### src/hdl/hyper_axi_pkg.sv
// AXI-side constants and types of the HyperBus read path
// beat data, size, length, offset, burst address and response

`default_nettype none

package hyper_axi_pkg;

  localparam int unsigned AxiDataWidth = 64;
  localparam int unsigned AxiBytes     = AxiDataWidth / 8;

  typedef logic [AxiDataWidth-1:0]     axi_data_t;
  typedef logic [$clog2(AxiBytes)-1:0] axi_offset_t;

  // log2 of bytes per beat, 0 to 3 only
  typedef logic [2:0] axi_size_t;

  // beats minus one
  typedef logic [3:0] axi_len_t;

  // byte address inside a burst, covers 16 beats of 8 bytes
  typedef logic [7:0] burst_addr_t;

  typedef logic [1:0] axi_resp_t;

  localparam axi_resp_t RespOkay   = 2'b00;
  localparam axi_resp_t RespSlvErr = 2'b10;

endpackage

`default_nettype wire

### src/hdl/hyper_phy_pkg.sv
// PHY-side constants and types of the HyperBus read path
// one PHY delivering 16-bit words

`default_nettype none

package hyper_phy_pkg;

  // bits per PHY word
  localparam int unsigned PhyWidth = 16;

  // bytes per PHY word
  localparam int unsigned PhyBytes = PhyWidth / 8;

  typedef logic [PhyWidth-1:0] phy_data_t;

endpackage

`default_nettype wire

### src/hdl/hyper_rx_ifs.sv
// burst descriptor interface between queue and upsizer
// packed beat interface between upsizer and R slice

`timescale 1ns/1ps
`default_nettype none

interface hyper_rx_burst_if import hyper_axi_pkg::*; ();

  logic        valid;
  logic        ready;
  axi_offset_t offset;
  axi_size_t   size;
  // first address past the final beat
  burst_addr_t end_addr;

  modport producer (
    output valid, offset, size, end_addr,
    input  ready
  );

  modport consumer (
    input  valid, offset, size, end_addr,
    output ready
  );

endinterface

interface hyper_rx_word_if import hyper_axi_pkg::*; ();

  logic      valid;
  logic      ready;
  axi_data_t data;
  axi_resp_t resp;
  logic      last;

  modport producer (
    output valid, data, resp, last,
    input  ready
  );

  modport consumer (
    input  valid, data, resp, last,
    output ready
  );

endinterface

`default_nettype wire

### src/hdl/hyper_rx_burst_queue.sv
// descriptor FIFO for accepted read requests
// end address of each burst is computed on entry

`timescale 1ns/1ps
`default_nettype none

module hyper_rx_burst_queue import hyper_axi_pkg::*; #(
  parameter int unsigned QueueDepth = 2
) (
  input  logic                      clk_i,
  input  logic                      rst_ni,
  input  logic                      req_valid_i,
  output logic                      req_ready_o,
  input  axi_offset_t               req_offset_i,
  input  axi_size_t                 req_size_i,
  input  axi_len_t                  req_len_i,
  hyper_rx_burst_if.producer        burst_o
);

  localparam int unsigned PtrWidth = (QueueDepth > 1) ? $clog2(QueueDepth) : 1;
  localparam int unsigned CntWidth = $clog2(QueueDepth + 1);

  axi_offset_t offset_mem [QueueDepth];
  axi_size_t   size_mem   [QueueDepth];
  burst_addr_t end_mem    [QueueDepth];

  logic [PtrWidth-1:0] wr_ptr_q, rd_ptr_q;
  logic [CntWidth-1:0] count_q;
  logic                push, pop, full;
  burst_addr_t         beat_bytes, base_addr, span;

  function automatic logic [PtrWidth-1:0] ptr_inc(input logic [PtrWidth-1:0] ptr);
    return (ptr == PtrWidth'(QueueDepth - 1)) ? '0 : ptr + 1'b1;
  endfunction

  // start aligned down to size, plus all beats
  assign beat_bytes = burst_addr_t'(1) << req_size_i;
  assign base_addr  = burst_addr_t'(req_offset_i) & ~(beat_bytes - 1'b1);
  assign span       = (burst_addr_t'(req_len_i) + 1'b1) << req_size_i;

  assign full        = (count_q == CntWidth'(QueueDepth));
  assign req_ready_o = !full;
  assign push        = req_valid_i && req_ready_o;
  assign pop         = burst_o.valid && burst_o.ready;

  assign burst_o.valid    = (count_q != '0);
  assign burst_o.offset   = offset_mem[rd_ptr_q];
  assign burst_o.size     = size_mem[rd_ptr_q];
  assign burst_o.end_addr = end_mem[rd_ptr_q];

  always_ff @(posedge clk_i) begin
    if (push) begin
      offset_mem[wr_ptr_q] <= req_offset_i;
      size_mem[wr_ptr_q]   <= req_size_i;
      end_mem[wr_ptr_q]    <= base_addr + span;
    end
  end

  always_ff @(posedge clk_i or negedge rst_ni) begin
    if (!rst_ni) begin
      wr_ptr_q <= '0;
      rd_ptr_q <= '0;
      count_q  <= '0;
    end else begin
      if (push) begin
        wr_ptr_q <= ptr_inc(wr_ptr_q);
      end
      if (pop) begin
        rd_ptr_q <= ptr_inc(rd_ptr_q);
      end
      if (push && !pop) begin
        count_q <= count_q + 1'b1;
      end else if (pop && !push) begin
        count_q <= count_q - 1'b1;
      end
    end
  end

  // pointers meet only on an empty or full queue
  assert property (@(posedge clk_i) disable iff (!rst_ni)
    (wr_ptr_q == rd_ptr_q) == ((count_q == '0) || full));

  // descriptor held until the upsizer takes it
  assert property (@(posedge clk_i) disable iff (!rst_ni)
    burst_o.valid && !burst_o.ready |=> burst_o.valid &&
      $stable({burst_o.offset, burst_o.size, burst_o.end_addr}));

endmodule

`default_nettype wire

### src/hdl/hyper_rx_r_slice.sv
// R channel output stage with main and skid registers
// upstream ready comes straight from a flop

`timescale 1ns/1ps
`default_nettype none

module hyper_rx_r_slice import hyper_axi_pkg::*; (
  input  logic              clk_i,
  input  logic              rst_ni,
  hyper_rx_word_if.consumer word_i,
  output logic              r_valid_o,
  input  logic              r_ready_i,
  output axi_data_t         r_data_o,
  output axi_resp_t         r_resp_o,
  output logic              r_last_o
);

  logic      valid_q, skid_valid_q;
  axi_data_t data_q, skid_data_q;
  axi_resp_t resp_q, skid_resp_q;
  logic      last_q, skid_last_q;
  logic      word_hs, main_free;

  assign word_i.ready = !skid_valid_q;
  assign word_hs      = word_i.valid && word_i.ready;
  // main register empty or being read this cycle
  assign main_free    = !valid_q || r_ready_i;

  always_ff @(posedge clk_i or negedge rst_ni) begin
    if (!rst_ni) begin
      valid_q      <= 1'b0;
      skid_valid_q <= 1'b0;
    end else if (main_free) begin
      valid_q      <= skid_valid_q || word_hs;
      skid_valid_q <= 1'b0;
    end else if (word_hs) begin
      skid_valid_q <= 1'b1;
    end
  end

  always_ff @(posedge clk_i) begin
    if (main_free) begin
      if (skid_valid_q) begin
        data_q <= skid_data_q;
        resp_q <= skid_resp_q;
        last_q <= skid_last_q;
      end else if (word_hs) begin
        data_q <= word_i.data;
        resp_q <= word_i.resp;
        last_q <= word_i.last;
      end
    end else if (word_hs) begin
      skid_data_q <= word_i.data;
      skid_resp_q <= word_i.resp;
      skid_last_q <= word_i.last;
    end
  end

  assign r_valid_o = valid_q;
  assign r_data_o  = data_q;
  assign r_resp_o  = resp_q;
  assign r_last_o  = last_q;

  // beat held unchanged under back-pressure
  assert property (@(posedge clk_i) disable iff (!rst_ni)
    r_valid_o && !r_ready_i |=> r_valid_o && $stable({r_data_o, r_resp_o, r_last_o}));

endmodule

`default_nettype wire

### src/hdl/hyper_rx_top.sv
// read-data return path of the HyperBus controller
// descriptor queue, upsizer and R slice in a chain

`timescale 1ns/1ps
`default_nettype none

module hyper_rx_top import hyper_phy_pkg::*, hyper_axi_pkg::*; #(
  parameter int unsigned QueueDepth = 2
) (
  input  logic        clk_i,
  input  logic        rst_ni,
  // read requests
  input  logic        req_valid_i,
  output logic        req_ready_o,
  input  axi_offset_t req_offset_i,
  input  axi_size_t   req_size_i,
  input  axi_len_t    req_len_i,
  // PHY word stream
  input  logic        phy_valid_i,
  output logic        phy_ready_o,
  input  phy_data_t   phy_data_i,
  input  logic        phy_last_i,
  input  logic        phy_error_i,
  // AXI R channel
  output logic        r_valid_o,
  input  logic        r_ready_i,
  output axi_data_t   r_data_o,
  output axi_resp_t   r_resp_o,
  output logic        r_last_o
);

  hyper_rx_burst_if burst_if ();
  hyper_rx_word_if  word_if ();

  hyper_rx_burst_queue #(
    .QueueDepth (QueueDepth)
  ) u_burst_queue (
    .clk_i        (clk_i),
    .rst_ni       (rst_ni),
    .req_valid_i  (req_valid_i),
    .req_ready_o  (req_ready_o),
    .req_offset_i (req_offset_i),
    .req_size_i   (req_size_i),
    .req_len_i    (req_len_i),
    .burst_o      (burst_if.producer)
  );

  hyper_rx_upsizer u_upsizer (
    .clk_i       (clk_i),
    .rst_ni      (rst_ni),
    .burst_i     (burst_if.consumer),
    .phy_valid_i (phy_valid_i),
    .phy_ready_o (phy_ready_o),
    .phy_data_i  (phy_data_i),
    .phy_last_i  (phy_last_i),
    .phy_error_i (phy_error_i),
    .word_o      (word_if.producer)
  );

  hyper_rx_r_slice u_r_slice (
    .clk_i     (clk_i),
    .rst_ni    (rst_ni),
    .word_i    (word_if.consumer),
    .r_valid_o (r_valid_o),
    .r_ready_i (r_ready_i),
    .r_data_o  (r_data_o),
    .r_resp_o  (r_resp_o),
    .r_last_o  (r_last_o)
  );

endmodule

`default_nettype wire

### src/hdl/hyper_rx_upsizer.sv
// packs 16-bit PHY words into 64-bit AXI beats
// narrow sizes and unaligned starts follow AXI narrow transfer rules

`timescale 1ns/1ps
`default_nettype none

module hyper_rx_upsizer import hyper_phy_pkg::*, hyper_axi_pkg::*; (
  input  logic               clk_i,
  input  logic               rst_ni,
  hyper_rx_burst_if.consumer burst_i,
  input  logic               phy_valid_i,
  output logic               phy_ready_o,
  input  phy_data_t          phy_data_i,
  input  logic               phy_last_i,
  input  logic               phy_error_i,
  hyper_rx_word_if.producer  word_o
);

  localparam int unsigned NumLanes  = AxiBytes / PhyBytes;
  localparam int unsigned LaneWidth = $clog2(NumLanes);
  localparam int unsigned LaneLsb   = $clog2(PhyBytes);

  // Drain offers a beat that is already in the buffer, no PHY word needed
  typedef enum logic [1:0] {
    Idle,
    Collect,
    Emit,
    Drain
  } upsizer_state_e;

  upsizer_state_e state_d, state_q;
  burst_addr_t    beat_addr_d, beat_addr_q;
  burst_addr_t    cnt_d, cnt_q;
  burst_addr_t    end_d, end_q;
  axi_size_t      size_d, size_q;
  logic           err_d, err_q;
  axi_data_t      buf_d, buf_q;

  burst_addr_t          size_bytes, next_addr, cnt_inc;
  logic [LaneWidth-1:0] lane;
  logic                 phy_hs, word_hs;

  assign size_bytes = burst_addr_t'(1) << size_q;
  // first address past the current beat
  assign next_addr  = (beat_addr_q & ~(size_bytes - 1'b1)) + size_bytes;
  assign cnt_inc    = cnt_q + burst_addr_t'(PhyBytes);
  // buffer wraps every AXI word
  assign lane       = cnt_q[LaneLsb +: LaneWidth];

  assign phy_ready_o   = (state_q == Collect);
  assign burst_i.ready = (state_q == Idle);
  assign phy_hs        = phy_valid_i && phy_ready_o;
  assign word_hs       = word_o.valid && word_o.ready;

  assign word_o.valid = (state_q == Emit) || (state_q == Drain);
  assign word_o.data  = buf_q;
  assign word_o.resp  = err_q ? RespSlvErr : RespOkay;
  assign word_o.last  = (next_addr == end_q);

  always_comb begin
    state_d     = state_q;
    beat_addr_d = beat_addr_q;
    cnt_d       = cnt_q;
    end_d       = end_q;
    size_d      = size_q;
    err_d       = err_q;
    buf_d       = buf_q;
    case (state_q)
      Idle: begin
        if (burst_i.valid) begin
          beat_addr_d = burst_addr_t'(burst_i.offset);
          cnt_d       = burst_addr_t'(burst_i.offset) & ~burst_addr_t'(PhyBytes - 1);
          end_d       = burst_i.end_addr;
          size_d      = burst_i.size;
          err_d       = 1'b0;
          state_d     = Collect;
        end
      end
      Collect: begin
        if (phy_hs) begin
          buf_d[lane*PhyWidth +: PhyWidth] = phy_data_i;
          cnt_d = cnt_inc;
          err_d = err_q | phy_error_i;
          if (cnt_inc >= next_addr) begin
            state_d = Emit;
          end
        end
      end
      Emit, Drain: begin
        if (word_hs) begin
          beat_addr_d = next_addr;
          if (word_o.last) begin
            state_d = Idle;
          end else if (cnt_q >= next_addr + size_bytes) begin
            // byte beats share a word, so the error flag carries over
            state_d = Drain;
          end else begin
            err_d   = 1'b0;
            state_d = Collect;
          end
        end
      end
      default: state_d = Idle;
    endcase
  end

  always_ff @(posedge clk_i or negedge rst_ni) begin
    if (!rst_ni) begin
      state_q     <= Idle;
      beat_addr_q <= '0;
      cnt_q       <= '0;
      end_q       <= '0;
      size_q      <= '0;
      err_q       <= 1'b0;
    end else begin
      state_q     <= state_d;
      beat_addr_q <= beat_addr_d;
      cnt_q       <= cnt_d;
      end_q       <= end_d;
      size_q      <= size_d;
      err_q       <= err_d;
    end
  end

  always_ff @(posedge clk_i) begin
    buf_q <= buf_d;
  end

  // no PHY word once the whole burst is collected
  assert property (@(posedge clk_i) disable iff (!rst_ni)
    phy_hs |-> cnt_q < end_q);

  // last marks exactly the word that completes the final beat
  assert property (@(posedge clk_i) disable iff (!rst_ni)
    phy_hs |-> phy_last_i == (cnt_inc >= end_q));

endmodule

`default_nettype wire

### config.mk
export PLATFORM = sky130hd
export DESIGN_NAME = hyper_rx_top
export DESIGN_NICKNAME = d
export VERILOG_FILES = /design/src/hdl/hyper_axi_pkg.sv /design/src/hdl/hyper_phy_pkg.sv /design/src/hdl/hyper_rx_ifs.sv /design/src/hdl/hyper_rx_burst_queue.sv /design/src/hdl/hyper_rx_r_slice.sv /design/src/hdl/hyper_rx_top.sv /design/src/hdl/hyper_rx_upsizer.sv
export SDC_FILE = /design/constraint.sdc
export NUM_CORES = 1
export LEC_CHECK = 0
export BUFFER_PORTS_ARGS = -buffer_cell sky130_fd_sc_hd__clkbuf_2
export CELL_PAD_IN_SITES_DETAIL_PLACEMENT = 0
export CELL_PAD_IN_SITES_GLOBAL_PLACEMENT = 1
export CORE_MARGIN = 3
export CORE_UTILIZATION = 45
export DETAILED_ROUTE_END_ITERATION = 7
export PLACE_DENSITY_LB_ADDON = 0.1
export SETUP_SLACK_MARGIN = 0.15
export SLEW_MARGIN = 20
export SYNTH_ARGS = -nofsm -noshare
export SYNTH_HDL_FRONTEND = slang
export SYNTH_HIERARCHICAL = 1
export SYNTH_SLANG_ARGS = --single-unit
### constraint.sdc
create_clock -name clk_i -period 8.1 [get_ports clk_i]
set_clock_uncertainty 0.05 [all_clocks]
set_input_delay 0.81 -clock clk_i [delete_from_list [all_inputs] [get_ports clk_i]]
set_output_delay 0.81 -clock clk_i [all_outputs]
set_load 0.03 [all_outputs]
Word-level counts from Yosys, hierarchy flattened
Memories as Yosys holds them, arrays and structs flattened. A register that Yosys moved wholly into a read port is not among the register bits.
Index checks and enable logic that the tools add are counted.
- bits in registers: 223
- bits in writable memories: 28
- input bits: 33
- word-level logic and storage cells: 122
- memories kept: 3
- add/sub/neg operators: 12
- order comparisons: 2
- equality and inequality tests: 11
- shift-type cells: 5
- multiplexer cells: 35
- bitwise gates (word level): 6
- reduce and logical (&&, ||, !) cells: 32
- memory list (memory ; depth ; bits a word ; read ports ; clocked after memory_dff ; wr ports ; RTL line ; RTL):
    u_burst_queue.end_mem ; 2 ; 8 ; 1 ; 1 ; 1 ; hyper_rx_burst_queue.sv:25 ; burst_addr_t end_mem [QueueDepth];
    u_burst_queue.offset_mem ; 2 ; 3 ; 1 ; 0 ; 1 ; hyper_rx_burst_queue.sv:23 ; axi_offset_t offset_mem [QueueDepth];
    u_burst_queue.size_mem ; 2 ; 3 ; 1 ; 1 ; 1 ; hyper_rx_burst_queue.sv:24 ; axi_size_t size_mem [QueueDepth];
- operators with widths (cell ; number):
    two-way mux 64 bit ; 2
    bitwise mux 64 bit ; 1
    variable shift 16 x 34 -> 64 bit (first input constant) ; 1
    indexed part select 16 x 34 -> 64 bit ; 1
    negator 6 -> 34 bit ; 1
    two-way mux 8 bit ; 4
    one-hot mux 8 bit (2 select lines) ; 2
    adder 8 bit ; 3
    two-way mux 2 bit ; 11
    greater-or-equal comparator 8 bit ; 2
    inverter 8 bit ; 2
    left shift 1 x 3 -> 8 bit (first input constant) ; 2
    subtractor 8 x 1 -> 8 bit (second input constant) ; 2
    two-way mux 1 bit ; 13
    nonzero test 2 bit ; 6
    adder 8 x 2 -> 8 bit (second input constant) ; 1
    AND 3 x 8 -> 8 bit ; 1
    AND 8 bit ; 1
    equality test 8 bit ; 1
    inequality test 2 bit (second input constant) ; 4
    AND reduction 2 bit ; 4
    left shift 8 x 3 -> 8 bit ; 1
    logical NOT 1 bit ; 7
    equality test 2 bit (second input constant) ; 3
    17 further kinds ; 27

Logic depth before layout (Yosys ltp)
- depth in word-level cells: 11
- depth in mapped cells: 21
- mapped depth without buffers: 18

Cells and area by module
Netlist, hierarchy kept.
- modules (own cells, without submodules) (module ; times used ; cells an instance ; area an instance (µm²) ; seq. area each (µm²)):
    hyper_rx_r_slice ; 1 ; 218 ; 5255.0 ; 4073.9
    hyper_rx_upsizer ; 1 ; 459 ; 5122.4 ; 2647.5
    hyper_rx_burst_queue ; 1 ; 125 ; 1646.6 ; 940.9

Least setup slack after synthesis
OpenSTA, ideal clock, no wires.
- path type: input port to flip-flop
- start point: input port r_ready_i
- end point: register u_r_slice.skid_data_q[0], enable pin
- library setup time: 0.588 ns
- arrival time: 5.933 ns
- required time: 7.462 ns
- slack: 1.529 ns
- stages: 2
- buffers on the path: 0
- path through: nand2b_1 nor3b_1
- word-level cells in the longest chain between the ends: 3
- RTL lines (element ; RTL line ; RTL):
    start, declared ; hyper_rx_top.sv:26 ; input logic r_ready_i,
    logical OR 1 bit ; hyper_rx_r_slice.sv:27 ; assign main_free = !valid_q || r_ready_i;
    inverter 1 bit (no source line) ; n/a ;
    AND reduction 2 bit (no source line) ; n/a ;
    end signal, assigned ; hyper_rx_r_slice.sv:53 ; skid_data_q <= word_i.data;
    end, declared ; hyper_rx_r_slice.sv:19 ; axi_data_t data_q, skid_data_q;
No other way between the ends.
A chain may end at the register's enable or synchronous reset.

Worst setup path after layout
- start point: register u_upsizer.size_q[1] (read register of u_burst_queue.size_mem)
- end point: register u_upsizer.err_q
- word-level cells in the longest chain between the ends: 9
- RTL lines (element ; RTL line ; RTL):
    start, declared ; hyper_rx_upsizer.sv:35 ; axi_size_t size_d, size_q;
    left shift 1 x 3 -> 8 bit (*) ; hyper_rx_upsizer.sv:43 ; assign size_bytes = burst_addr_t'(1) << size_q;
    subtractor 8 x 1 -> 8 bit ; hyper_rx_upsizer.sv:45 ; assign next_addr = (beat_addr_q & ~(size_bytes - 1'b1)) + size_bytes;
    inverter 8 bit ; hyper_rx_upsizer.sv:45 ;
    AND 8 bit ; hyper_rx_upsizer.sv:45 ;
    adder 8 bit ; hyper_rx_upsizer.sv:45 ;
    adder 8 bit ; hyper_rx_upsizer.sv:94 ; end else if (cnt_q >= next_addr + size_bytes) begin
    greater-or-equal comparator 8 bit ; hyper_rx_upsizer.sv:94 ;
    inequality test 2 bit (no source line) ; n/a ;
    AND reduction 5 bit (no source line) (*) ; n/a ;
    end signal, assigned ; hyper_rx_upsizer.sv:121 ; err_q <= err_d;
    end, declared ; hyper_rx_upsizer.sv:36 ; logic err_d, err_q;
Mark *: on every way between the ends. The rest lies on a longest branch, timed or not.

==> results.ini <==
[sta]
timing.final.crit_share_pct=62.1
setup_viol_count_final=0
worstMarginPinSlew_ns=1.05
slew_headroom_pct=29.8
max_freq_ghz=0.199
fin_ws_ns=3.07
finalCriticalPeriod_ns=5.03
tns_ns=0
finalHoldViolCount=0
finalMaxSlewViolations=0
rsz0062_at_grt=false

[status]
status=complete, no violations

[route]
drc=0
wire_per_inst_um=19.0
first_pass_iters=4
ant_nets=0
vias=6614
drt_wl_total_um=24000
drt_iter0_markers=392
routed_via_density=5.24

[die]
design.die.area_sq_um=28700
die_w_um=169
num_io_pins=103
rows=59
core-area_sq_um=26100
die_h_um=169
start_util_pct=46.0

[global_route]
overflow=0
grt_pass1_wl_um=38000
grt_pass1_vias=6900
grt_max_degree=68
antenna_found_initial=0
gr-usage-all-layers_pct=16.7

[critical_path]
reg2reg_from=u_upsizer/size_q[1]
crit_type=flop to flop
cpMostUsedCell=ha_1
crit_arrival_ns=5.41
path_buf_inv=2
cpLargestDelayFamily=adder cells
reg2reg_setup_slack_ns=3.07
crit_path_top_delay_cell=dfrtp_1
critPathLaunchType=flop
cp-end-kind=flop
reg2reg_to=u_upsizer/err_q
cpPeakStageDelay_ns=0.68
cp_cell_sequence=and2b_1 > nand2b_1 > ha_1 > inv_1 > mux2i_1 > xor2_1 > inv_1 > ha_1 > a21o_1 > maj3_1 > a21oi_1 > xor2_1 > ha_1 > o21a_1 > o211ai_1 > nand3b_1 > a311o_1 > o21a_1
rr_worst_depth=18
path_max_fanout=17
cp.required_ns=8.48

[placed_design]
gp_congestion=0.757
port_buffers=101
place_area_sq_um=12800
dp_hpwl_um=16400
pre_cts_ws_ns=3.06

[cells_and_area]
mostFrequentLayoutCells=226 x edfxtp_1, 101 x clkbuf_2, 71 x and2_1
final_common_cell=edfxtp_1
diodes=0
finalInstanceArea_sq_um=13700
areaGrowthSynthToFinish_pct=13.5
layout-drive-gt1-share_pct=26.8
nNetsFinal=978

[clock_network]
cts.path.max_buffers=3
cts_tree=done
clock-sinks=261
post_cts_buffers=0
htree_levels=1
postCtsResizedCells=0
cts_hold_buf=0
clkTransAtPathRegs_ns=0.06
cts_inserted_buffers=28
cts_root_buf=clkbuf_16
clkLatencyLatePin_ns=0.55

[worst_hold_path]
holdCritPathClass=input pin to async pin

[synth]
ys_ff_latch=261
synth_top_cell_area_share_pct=56.4
avgSynthCellArea_sq_um=15.0
yosysWarnings=6
synth_edf_count=226
synth_nets=872
yosysTopAreaCell=edfxtp_1
syn_area_sq_um=12000
synth_cell_types=78
syn-instance-count=802
synth_area_leaders=edfxtp_1 56%, mux2_4 8.2%, dfrtp_1 7.3%
synth_flop_cell=edfxtp_1
ys_seq_area_share_pct=63.7
synthArstFlopShare_pct=13.4

[pwr]
ir_worst_vdd_v=0.000307
power_density_nw_per_um2=383
cellLeakagePower_nw=5.37

[run]
drv_cap=0

## layer usage
layer / up-vias / GRT usage [%] / part of all wire [%]
met5: - / 0 / 0
met4: 0 / 6.19 / 3.6
met3: 46 / 2.42 / 3.8
met2: 153 / 29.6 / 50
met1: 3267 / 20.9 / 43
li1: 3148 / - / -
## logic make-up after synthesis
group,share of synthesized area [%]
flip-flops,63.7
AND/OR/NAND/NOR,9.97
AO/OA/AOI/OAI,5.72
multiplexers,10.1
buffers and inverters,2.92
XOR/XNOR,3.34
adder cells (fa/ha/maj),4.14
other,0.0312
## registers in the layout, summed over array words and instances (netlist names), 2 cells and up
name                      count
u_upsizer/cnt_q               7
u_upsizer/size_q              3
u_r_slice/skid_resp_q         2
u_burst_queue/count_q         2
u_burst_queue/end_mem        16
u_upsizer/end_q               8
u_upsizer/state_q             2
u_r_slice/r_resp_o            2
u_burst_queue/size_mem        6
u_r_slice/skid_data_q        64
u_upsizer/beat_addr_q         8
u_r_slice/r_data_o           64
u_burst_queue/offset_mem      6
u_upsizer/word_o.data        64
## stage by stage
step                      instances  total power, mW  hold WS [ns]  util, %
final                          1262             5.23         0.355     52.2
after global routing           1262             5.57         0.398     52.2
after detailed placement       1213             4.06         0.389     48.8
after floorplan                 802             3.56         0.372        -
after CTS                      1262             5.31         0.375     52.2
after global placement         1213             4.01         0.387     48.8
## cell type report
type / instances / area, sq um
fill: 2233 / 12500
sequential: 261 / 7670
multi-input combinational: 483 / 4020
clock buffer: 36 / 752
timing repair buffer: 109 / 566
tap: 335 / 419
clock inverter: 13 / 135
inverter: 25 / 93.8
## power breakdown
group | internal (mW) | leakage [nW] | total (mW) | switching [mW]
registers | 1.91 | 2.54 | 2.13 | 0.220
logic | 0.746 | 2.40 | 1.88 | 1.14
clock network | 0.717 | 0.427 | 1.23 | 0.508
## synth_stat cells (3+ instances only)
library cell	n
a21o_1	4
a21oi_1	21
a31oi_1	5
a32o_1	5
and2_1	71
and3_1	7
buf_12	6
buf_2	4
buf_6	3
clkbuf_1	16
dfrtp_1	35
edfxtp_1	226
ha_1	35
inv_1	23
mux2_2	15
mux2_4	66
mux2i_1	6
nand2_1	61
nand2b_1	8
nand3_1	10
nand3b_1	3
nor2_1	22
nor2b_1	6
nor3_1	7
nor3b_1	5
o211ai_1	3
o21a_1	6
o21ai_0	20
o31ai_1	4
or2_2	4
xnor2_1	17
xor2_1	21
## how the worst max path moves through the flow
| stage | start | endpoint | slack (ns) | cells past startpoint |
|---|---|---|---|---|
| detailed placement | u_upsizer/size_q[1] | u_upsizer/err_q | 3.06 | 18 |
| global placement | u_upsizer/size_q[1] | u_upsizer/err_q | 3.09 | 18 |
| finish | u_upsizer/size_q[1] | u_upsizer/err_q | 3.07 | 18 |
| CTS | u_upsizer/size_q[1] | u_upsizer/err_q | 3.04 | 18 |
| floorplan | r_ready_i | u_r_slice/skid_data_q[0] | 1.53 | 2 |
| global route | u_upsizer/size_q[1] | u_upsizer/err_q | 2.72 | 18 |
(Power assumes the default switching activity.)
